### src/common/mem_macros.svh
`ifndef MEM_MACROS_SVH
`define MEM_MACROS_SVH

// RAM depth in words
`define MEM_WORDS 1024

// cycles a request is held before the RAM completes, 0 completes at once
`define MEM_WAIT 2

// icache line count, one word per line, power of two
`define ICACHE_LINES 16

`endif

### src/common/bus_pkg.sv
package bus_pkg;

    // one data word as seen on every bus link
    typedef logic [31:0] word_t;

    // byte address, bits [1:0] pick the lane and are ignored for word access
    typedef logic [31:0] addr_t;

    typedef logic [3:0] byte_en_t;  // one strobe per byte lane

    // request driven toward memory
    // fields stay stable while ren or wen is up and busy is high
    typedef struct packed {
        logic     ren;
        logic     wen;
        addr_t    addr;
        word_t    wdata;
        byte_en_t byte_en;
    } bus_req_t;

    // answer flowing back to the requester
    // busy low marks the single completing cycle, rdata valid then for reads
    typedef struct packed {
        logic  busy;
        word_t rdata;
    } bus_rsp_t;

endpackage

### src/memory_arbiter.sv
`timescale 1ns/1ps

module memory_arbiter (
    input  logic              CLK,
    input  logic              nRST,
    input  bus_pkg::bus_req_t icache_req,
    output bus_pkg::bus_rsp_t icache_rsp,
    input  bus_pkg::bus_req_t dcache_req,
    output bus_pkg::bus_rsp_t dcache_rsp,
    output bus_pkg::bus_req_t mem_req,
    input  bus_pkg::bus_rsp_t mem_rsp
);
    typedef enum logic [1:0] {IDLE, I_OWNED, D_OWNED} state_t;

    state_t state, next_state;

    logic i_active;
    logic d_active;
    logic grant_i;
    logic grant_d;

    assign i_active = icache_req.ren || icache_req.wen;
    assign d_active = dcache_req.ren || dcache_req.wen;

    // data wins in idle, owner keeps the port until memory finishes
    always_comb begin
        grant_i = 1'b0;
        grant_d = 1'b0;
        case (state)
            IDLE: begin
                if (d_active) begin
                    grant_d = 1'b1;
                end else if (i_active) begin
                    grant_i = 1'b1;
                end
            end
            I_OWNED: grant_i = 1'b1;
            D_OWNED: grant_d = 1'b1;
            default: ;
        endcase
    end

    always_comb begin
        mem_req          = '0;
        icache_rsp.busy  = 1'b1;  // loser just sees back-pressure
        icache_rsp.rdata = '0;
        dcache_rsp.busy  = 1'b1;
        dcache_rsp.rdata = '0;

        if (grant_d) begin
            mem_req    = dcache_req;
            dcache_rsp = mem_rsp;
        end else if (grant_i) begin
            mem_req    = icache_req;
            icache_rsp = mem_rsp;
        end
    end

    always_comb begin
        next_state = state;
        case (state)
            IDLE: begin
                // lock only if the transfer does not finish this cycle
                if (grant_d && mem_rsp.busy) begin
                    next_state = D_OWNED;
                end else if (grant_i && mem_rsp.busy) begin
                    next_state = I_OWNED;
                end
            end
            I_OWNED, D_OWNED: begin
                if (!mem_rsp.busy) begin
                    next_state = IDLE;
                end
            end
            default: next_state = IDLE;
        endcase
    end

    always_ff @(posedge CLK, negedge nRST) begin
        if (!nRST) begin
            state <= IDLE;
        end else begin
            state <= next_state;
        end
    end

endmodule

### config.mk
export PLATFORM = sky130hd
export DESIGN_NAME = memory_arbiter
export DESIGN_NICKNAME = d
export VERILOG_FILES = /design/src/common/mem_macros.svh /design/src/common/bus_pkg.sv /design/src/memory_arbiter.sv
export SDC_FILE = /design/constraint.sdc
export NUM_CORES = 1
export LEC_CHECK = 0
export ABC_AREA = 0
export BUFFER_PORTS_ARGS = -buffer_cell sky130_fd_sc_hd__buf_2
export CORE_AREA = 2 2 120 122
export CTS_BUF_LIST = sky130_fd_sc_hd__clkbuf_4 sky130_fd_sc_hd__clkbuf_8
export DETAILED_ROUTE_END_ITERATION = 8
export DIE_AREA = 0 0 122 124
export PLACE_DENSITY = 0.49
export SYNTH_ARGS = -nofsm -noshare
export SYNTH_HDL_FRONTEND = slang
export SYNTH_SLANG_ARGS = --single-unit
### constraint.sdc
create_clock -name CLK -period 2.2 [get_ports CLK]
set_input_delay 0.11 -clock CLK [delete_from_list [all_inputs] [get_ports CLK]]
set_output_delay 0.11 -clock CLK [all_outputs]
set_load 0.05 [all_outputs]
==> metrics.md <==
| Metric | Value |
|---|---|
| Place WS | `0.138 ns` |
| Clock Latency Late Sink | `0.21 ns` |
| Overflow left after global routing | `0` |
| WL final | `11.7 mm` |
| Clk sink count | `2` |
| Most Used Layer, Global Route | `met2` |
| Filler cell count | `1406` |
| RR Startpoint | `state[1]` |
| H-tree depth | `1` |
| Die area | `15100 um^2` |
| Tmin final | `2.17 ns` |
| Kind of critical path | `register to output pin` |
| IO Port Bufs | `310` |
| # DRC | `0` |
| Biggest registers after layout | `state: 2 flops` |
| First-pass GRT wire length | `16.1 mm` |
| Critical Path Max Stage Delay | `0.38 ns` |
| Initial DRC count | `136` |
| Synthesized area per cell | `6.89 um^2` |
| Rows | `43` |
| Grt met2 use | `0.243` |
| Post-synth EDFFs | `0` |
| Crit end category | `output pin` |
| Chip height | `124 um` |
| Post-synthesis mux area share | `0` |
| Largest net degree at the start of global routing | `51` |
| Main combinational cell family by area after synthesis | `compound AO/OA/AOI/OAI gates` |
| Crit path from | `state[1]` |
| P&R area growth vs syn | `127%` |
| Post-route ant nets | `0` |
| Starting Density | `0.171` |
| Peak Freq | `0.461 GHz` |
| Vias per cell | `4.31` |
| WL/cell | `14.2 um` |
| Max Slew Vio Count | `0` |
| Most flop-heavy register | `state` |
| Worst relative slew slack | `0.677` |
| Max cap viols | `0` |
| CP bufs+invs | `3` |
| Clk buf depth | `2` |
| Chip width | `122 um` |
| Synth Flop Type | `dfrtp_1` |
| Synth cell types | `26` |
| Vias in the first global route | `3227` |
| Post-synthesis adder-cell area fraction | `0.0160` |
| Data arrival, critical path | `2.06 ns` |
| Routability Congestion | `0.827` |
| Clock skew | `0.00411 ns` |
| Reg2Reg Depth | `6` |
| Setup violators final | `0` |
| VDD IR max | `1.16 mV` |
| Root Driver | `clkbuf_8` |
| Met1 Use GR | `0.164` |
| Crit path max fanout | `49` |
| I/O pin cnt | `311` |
| Slack of the critical path | `0.0324 ns` |
| Met3 GRT Util | `0.0188` |
| Via count | `3549` |
| R2R setup slack | `0.64 ns` |
| Most frequent cells in the layout | `buf_2, inv_1, o21ai_0` |
| Worst Max-Slew Pin Slew | `0.479 ns` |
| Syn Nets | `518` |
| Register area share after synthesis | `0.0214` |
| Ys async rst share | `1.00` |
| Crit-path slowest cell | `dfrtp_1` |
| Synth Area in XOR/XNOR | `0` |
| Mapped Cells | `340` |
| Max FFs per register | `2` |
| Layout cells sized above 1 | `0.645` |
| YS warnings | `0` |
| Final hold vios | `0` |
| Complex-gate fraction of the synthesized area | `0.555` |
| Seq cells post-synth | `2` |
| Core Box Area | `13700 um^2` |
| Dpl hpwl | `9.33 mm` |
| Number of CTS-inserted buffers | `3` |
| Post-Synth Simple-Gate Area | `0.200` |
| Post-Syn Area | `2340 um^2` |
| Worst path required time | `2.09 ns` |
| Leakage power of the design | `0.00261 uW` |
| Worst r2r dst | `state[0]` |
| Crit path launch type | `register` |
| Pre-antenna DRT Iters | `6` |
| CTS clk-pin slew, worst paths | `0.03 ns` |
| Crit path cell chain | `inv_1, ha_4, o21a_4, or2_4, buf_16, o31ai_2, buf_4` |
| Leading cell type in the layout, fill and taps excluded | `buf_2` |
| Hold WC Path Type | `input pin to asynchronous set/reset pin` |
| Post-Route Setup TNS | `0 ns` |
| Family with the most delay on the worst path | `buffers and inverters` |
| Power per cell area | `1840 nW/um^2` |
| CTS tree | `built` |
| Status | `completed` |
| NumNets Final | `823` |
| Fin crit share | `0.985` |
| Antenna violations before repair | `2` |
| Gr usage total | `0.132` |
## what timing repair did
item / in CTS / in global routing
hold buffers: 1 / 0
cloned: 1 / 2
setup buffers: 3 / 1
pin swaps: 1 / 1
endpoints found under the hold margin: 2 / 0
endpoints found under the setup margin: 91 / 135
gates resized for setup: 19 / 155
## final cells by class
cell class | instances | area (um^2) | share of cell area
multi-input combinational | 228 | 2440 | 0.458
timing repair buffer | 337 | 2290 | 0.431
inverter | 73 | 274 | 0.0515
tap | 180 | 225 | 0.0423
sequential | 2 | 50.0 | 0.00941
clock buffer | 3 | 41.3 | 0.00776
antenna | 1 | 2.50 | 0.000470
## power breakdown
part	total, uW	internal, uW	leakage [uW]	switching (uW)
logic	9580	3020	0.00256	6560
registers	71.6	54.1	0.0000259	17.6
clock network	141	115	0.0000216	25.7
total	9790	3190	0.00261	6600
## layer usage
layer,share of wire,vias to the layer above
met3,0.075,4
li1,-,1764
met4,0.0039,0
met1,0.40,1627
met2,0.52,154
met5,0,-
## synth_stat cells, types with 2 or more instances
cell       n  area [um^2]
dfrtp_1    2         50.1
inv_1     73          274
and2_1    65          407
o21ai_0   72          360
o31ai_1    2         15.0
ha_1       3         37.5
nand2b_1   2         12.5
buf_6      8         90.1
buf_2      7         35.0
nand3b_1   2         15.0
clkbuf_1  21         78.8
nor2_1     2         7.51
o31ai_2   68          851
## how the worst max path moves through the flow
stage / depth (start not counted) / slack, ns / endpoint
floorplan: 7 / -0.39 / mem_req[0]
global route: 9 / -0.01 / icache_rsp[20]
detailed placement: 8 / 0.14 / mem_req[41]
finish: 7 / 0.03 / mem_req[69]
global placement: 7 / 0.16 / mem_req[28]
CTS: 7 / 0.0003 / mem_req[68]
## cell families (layout without fill, tap and decap cells)
family / after synthesis / in the layout
compound gates: 150 / 150
fa+ha+maj: 3 / 3
buf+inv: 110 / 413
flops: 2 / 2
other cells: 0 / 1
simple gates: 75 / 75
## metrics by stage
step / area [um^2] / util / cells / power [uW] / hold WS (ns)
3_5_place_dp: 4810 / 0.350 / 812 / 8820 / -0.101
4_1_cts: 4970 / 0.362 / 820 / 9240 / 0.265
2_1_floorplan: 2940 / - / 340 / 6990 / -0.186
5_1_grt: 5320 / 0.388 / 823 / 10300 / 0.260
3_3_place_gp: 4810 / 0.350 / 812 / 8780 / -0.103
6_report: 5320 / 0.388 / 824 / 9790 / 0.258
## worst register-to-register path, delay by kind of cell, from the launching register on
family                     cells  cell delay (ns)
AOI/OAI and AO/OA              1             0.42
adders and majority gates      1             0.17
buffers and inverters          2             0.25
DFF                            1             0.40
and+or+nand+nor                2             0.25
Note: power is estimated with default switching activity, not from simulation.
