[src/common/mem_macros.svh]
`ifndef MEM_MACROS_SVH
`define MEM_MACROS_SVH

// RAM depth in words
`define MEM_WORDS 1024

// cycles a request is held before the RAM completes, 0 completes at once
`define MEM_WAIT 2

// icache line count, one word per line, power of two
`define ICACHE_LINES 16

`endif

[src/common/bus_pkg.sv]
package bus_pkg;

    // one data word as seen on every bus link
    typedef logic [31:0] word_t;

    // byte address, bits [1:0] pick the lane and are ignored for word access
    typedef logic [31:0] addr_t;

    typedef logic [3:0] byte_en_t;  // one strobe per byte lane

    // request driven toward memory
    // fields stay stable while ren or wen is up and busy is high
    typedef struct packed {
        logic     ren;
        logic     wen;
        addr_t    addr;
        word_t    wdata;
        byte_en_t byte_en;
    } bus_req_t;

    // answer flowing back to the requester
    // busy low marks the single completing cycle, rdata valid then for reads
    typedef struct packed {
        logic  busy;
        word_t rdata;
    } bus_rsp_t;

endpackage

[src/icache/icache.sv]
`timescale 1ns/1ps
`include "mem_macros.svh"

module icache (
    input  logic              CLK,
    input  logic              nRST,
    input  bus_pkg::bus_req_t cpu_req,
    output bus_pkg::bus_rsp_t cpu_rsp,
    output bus_pkg::bus_req_t mem_req,
    input  bus_pkg::bus_rsp_t mem_rsp
);
    localparam int INDEX_W = $clog2(`ICACHE_LINES);
    localparam int TAG_W   = 30 - INDEX_W;  // word address bits above the index

    typedef logic [INDEX_W-1:0] index_t;
    typedef logic [TAG_W-1:0]   tag_t;

    typedef enum logic {LOOKUP, FILL} state_t;

    state_t state, next_state;

    tag_t                     tag_arr  [`ICACHE_LINES];
    bus_pkg::word_t           data_arr [`ICACHE_LINES];
    logic [`ICACHE_LINES-1:0] valid;

    index_t index;
    tag_t   tag;
    logic   hit;
    logic   fill_done;

    // read-only cache, wen, wdata and byte_en from the cpu side are ignored
    // so data writes never reach a cached line until it is replaced
    assign index     = cpu_req.addr[INDEX_W+1:2];
    assign tag       = cpu_req.addr[31:INDEX_W+2];
    assign hit       = valid[index] && (tag_arr[index] == tag);
    assign fill_done = (state == FILL) && !mem_rsp.busy;

    always_comb begin
        mem_req       = '0;
        cpu_rsp.busy  = 1'b1;
        cpu_rsp.rdata = '0;

        case (state)
            LOOKUP: begin
                if (cpu_req.ren && hit) begin
                    cpu_rsp.busy  = 1'b0;  // hit answers in the request cycle
                    cpu_rsp.rdata = data_arr[index];
                end
            end
            FILL: begin
                mem_req.ren     = 1'b1;
                mem_req.addr    = {cpu_req.addr[31:2], 2'b00};
                mem_req.byte_en = '1;
                // fill data goes straight back to the cpu
                cpu_rsp.busy    = mem_rsp.busy;
                cpu_rsp.rdata   = mem_rsp.rdata;
            end
            default: ;
        endcase
    end

    always_comb begin
        next_state = state;
        case (state)
            LOOKUP: begin
                if (cpu_req.ren && !hit) begin
                    next_state = FILL;
                end
            end
            FILL: begin
                if (!mem_rsp.busy) begin
                    next_state = LOOKUP;
                end
            end
            default: next_state = LOOKUP;
        endcase
    end

    always_ff @(posedge CLK, negedge nRST) begin
        if (!nRST) begin
            state <= LOOKUP;
            valid <= '0;
        end else begin
            state <= next_state;
            if (fill_done) begin
                valid[index] <= 1'b1;
            end
        end
    end

    // line payload, installed on the completing edge
    always_ff @(posedge CLK) begin
        if (fill_done) begin
            tag_arr[index]  <= tag;
            data_arr[index] <= mem_rsp.rdata;
        end
    end

endmodule

[config.mk]
export PLATFORM = sky130hd
export DESIGN_NAME = icache
export DESIGN_NICKNAME = d
export VERILOG_FILES = /design/src/common/bus_pkg.sv /design/src/icache/icache.sv
export VERILOG_INCLUDE_DIRS = /design/src /design/src/common
export SDC_FILE = /design/constraint.sdc
export NUM_CORES = 1
export LEC_CHECK = 0
export CAP_MARGIN = 20
export CORE_ASPECT_RATIO = 1.1
export CORE_MARGIN = 2
export CORE_UTILIZATION = 50
export DETAILED_ROUTE_END_ITERATION = 10
export DONT_BUFFER_PORTS = 1
export PLACE_DENSITY = 0.69
export SKIP_CTS_REPAIR_TIMING = 1
export SYNTH_ARGS = -nofsm -noshare
export SYNTH_HDL_FRONTEND = slang
export SYNTH_SLANG_ARGS = --single-unit
[constraint.sdc]
create_clock -name CLK -period 9.41 [get_ports CLK]
set_input_delay 1.4115 -clock CLK [delete_from_list [all_inputs] [get_ports CLK]]
set_output_delay 1.4115 -clock CLK [all_outputs]
set_load 0.02 [all_outputs]
==> results.md <==
- Run status: complete, no violations
- Synth Register Bits: 945
- Static leakage: 13.22 nW
- Remaining DRCs: 0
- Routability Congestion: 0.8059
- Unique masters post-synth: 52
- Xor and xnor fraction of the mapped netlist area: 0.008791
- Hold WC Path Type: in2async
- Final WS setup: 2.454 ns
- Mux cell area share after synthesis: 0.1706
- Critical Path AT: 5.54 ns
- Main combinational cell family by area after synthesis: multiplexers
- Overall Global Routing Usage: 0.2174
- Fin nets: 1,870
- Clock skew: 0.02072 ns
- Clk root buf: clkbuf_16
- Clock latency on the worst-skew pair: 0.63 ns
- Fin Setup TNS: 0 ns
- Drt wl/cell: 29.78 um
- Crit path required time: 8.00 ns
- Total clock sinks: 945
- Synthesized area: 0.03786 sq mm
- CP max FO: 190
- CTS Buf Count: 92
- Fin. Hold Viols: 0
- Most common library cells after synthesis: edfxtp_1, mux4_2, nand2_1, mux2i_1, buf_4
- Cell with the most instances after synthesis: edfxtp_1
- Pre-Repair DR Iteration Count: 5
- Post-place setup slack: 2.593 ns
- Max incr delay on CP: 0.90 ns
- Final setup fails: 0
- Largest net degree at the start of global routing: 249
- Core area: 0.07475 sq mm
- Synth-to-layout area growth: 10.58%
- Clock buffer depth: 3
- Ys flop type: edfxtp_1
- Leading area contributor after synthesis: edfxtp_1
- Slew @ Worst Pin: 1.153 ns
- Worst-path clk slew: 0.06 ns
- CP Launch Type: primary input
- Slowest-stage cell, CP: o41ai_2
- Initial Utilization: 0.5064
- Syn Inst Count: 1,742
- Syn. warnings: 0
- Worst rel slew slack: 0.2316
- Fin crit share: 0.7392
- Vias in the first global route: 18,130
- Most used cell, CP: buf_4
- Worst IR drop on VDD: 0.1473 mV
- Adder-cell share of the synthesized area: 0
- DR vias: 17,610
- I/O pin cnt: 208
- Synth Area in Simple Gates: 0.02604
- Initial antenna violation count: 2
- DP Wirelength: 42.09 mm
- Synth Area in Compound Gates: 0.02416
- Minimum clock period: 6.956 ns
- First-pass GRT wire length: 122.2 mm
- Die ar.: 0.07794 sq mm
- Die height: 292.6 um
- F_max: 143.8 MHz
- Cell Pwr Density: 212.9 mW/mm^2
- CP Class: in2out
- Post-synth EDFFs: 928
- IO buf count: 0
- Crit. End Element: output pin
- Buffers plus inverters on the worst setup path: 3
- Seq/Total Area, Yosys: 0.7473
- Rows: 105
- Family with the most delay on the worst path: simple AND/OR/NAND/NOR gates
- Die extent in x: 266.4 um
- Syn Area/Cell: 21.73 sq um
- RSZ-0062 raised after global routing: no
- Share of cells above drive strength 1: 0.2736
- Ys async rst share: 0.01799
- CTS tree: done
- Largest cells by area after synthesis: edfxtp_1, mux4_2, mux2i_1
- Via density: 6.274
- H-tree depth: 3
- Crit path cell chain: clkinv_1 > buf_4 > mux2i_1 > or4_1 > a21oi_1 > o2111ai_1 > nand4b_4 > buf_4 > o41ai_2
- Overflow after GRT: 0
- Maxcap violations: 0
- DRT antenna net count: 0
- Area share of the largest cell type after synthesis: 0.7361
- Max-slew violations: 0
- Final WL: 83.60 mm
- Initial DRC Count: 1,880
final cells by class:
type	count	area (sq um)
fillers	5423	32890
flip-flops and latches	945	28300
multi-input cells	686	8974
clock buffers	112	2472
well taps	963	1205
clock inverters	59	636.9
repair buffers	29	230.2
inverters	11	42.54
diodes	2	5.005
cell usage in the layout, fill, tap and decap left out, types with 7 or more instances in the layout:
cell,instances
mux4_2,260
and2_1,25
nor2_4,12
o41ai_2,31
or2_2,16
clkbuf_1,15
nor3_1,7
edfxtp_1,928
buf_4,28
a21oi_1,9
mux2i_1,58
nor2b_1,7
dfrtp_1,16
nand2_1,90
clkinv_1,16
xor2_1,18
clkinvlp_4,7
clkbuf_16,96
clkinv_2,21
nor2_1,19
bufinv_16,12
conb_1,35
nand3_1,9
xnor2_1,20
inv_1,8
a22oi_1,8
cells by family (layout without fill, tap and decap cells):
| kind of cell | count (synthesis) | after routing |
|---|---|---|
| DFF | 945 | 945 |
| muxes | 320 | 320 |
| and+or+nand+nor | 206 | 206 |
| buffers and inverters | 145 | 211 |
| AOI/OAI and AO/OA | 87 | 87 |
| xor gates and xnor gates | 38 | 38 |
| other | 1 | 37 |
final timing paths:
check | to | start | slack, ns | cells past startpoint
worst max-delay path | cpu_rsp[29] | cpu_req[38] | 2.45 | 9
min in group CLK | valid[9] | valid[9] | 0.46 | 1
worst min-delay path | valid[4] | nRST | 0.46 | 0
worst max register to register | tag_arr[6][16] | state | 5.31 | 5
worst min register to register | valid[9] | valid[9] | 0.46 | 1
max in group asynchronous | state | nRST | 8.86 | 0
through the flow:
| step | area [sq um] | cells | total power, mW | hold WS (ns) | util |
|---|---|---|---|---|---|
| after floorplan | 37990 | 1776 | 5.203 | 0.4337 | - |
| after global placement | 38730 | 2633 | 5.235 | 0.4453 | 0.5181 |
| after detailed placement | 38750 | 2634 | 5.242 | 0.4516 | 0.5183 |
| after CTS | 41860 | 2805 | 8.963 | 0.4218 | 0.5599 |
| after global routing | 41860 | 2805 | 9.142 | 0.4311 | 0.5599 |
| final | 41860 | 2807 | 8.913 | 0.4597 | 0.5600 |
flip-flops by register name, summed over array words and instances, names as in the netlist:
register / cells
valid: 16
state: 1
data_arr: 512
tag_arr: 416
routing by layer:
metal / GRT usage / wire length (um) / part of all wire
met1: 0.3027 / 33110 / 0.40
met5: 0 / 0 / 0
met3: 0.04674 / 7127 / 0.085
met2: 0.3534 / 41440 / 0.50
met4: 0.05577 / 1922 / 0.023
worst register-to-register path, cell delays in order, from the launching register on:
cell      delay (ns)
dfrtp_4         0.76
clkinv_1        0.53
nor2_1          0.47
nand2_1         0.30
nor2_4          0.88
buf_4           0.74
power breakdown:
| group | leakage [nW] | internal [mW] | switching, mW |
|---|---|---|---|
| sequential | 8.55 | 4.68 | 0.0256 |
| clock | 1.51 | 2.21 | 1.55 |
| combinational | 3.16 | 0.200 | 0.242 |
| total | 13.2 | 7.09 | 1.82 |
No activity file was read; power rests on OpenSTA's default activity.
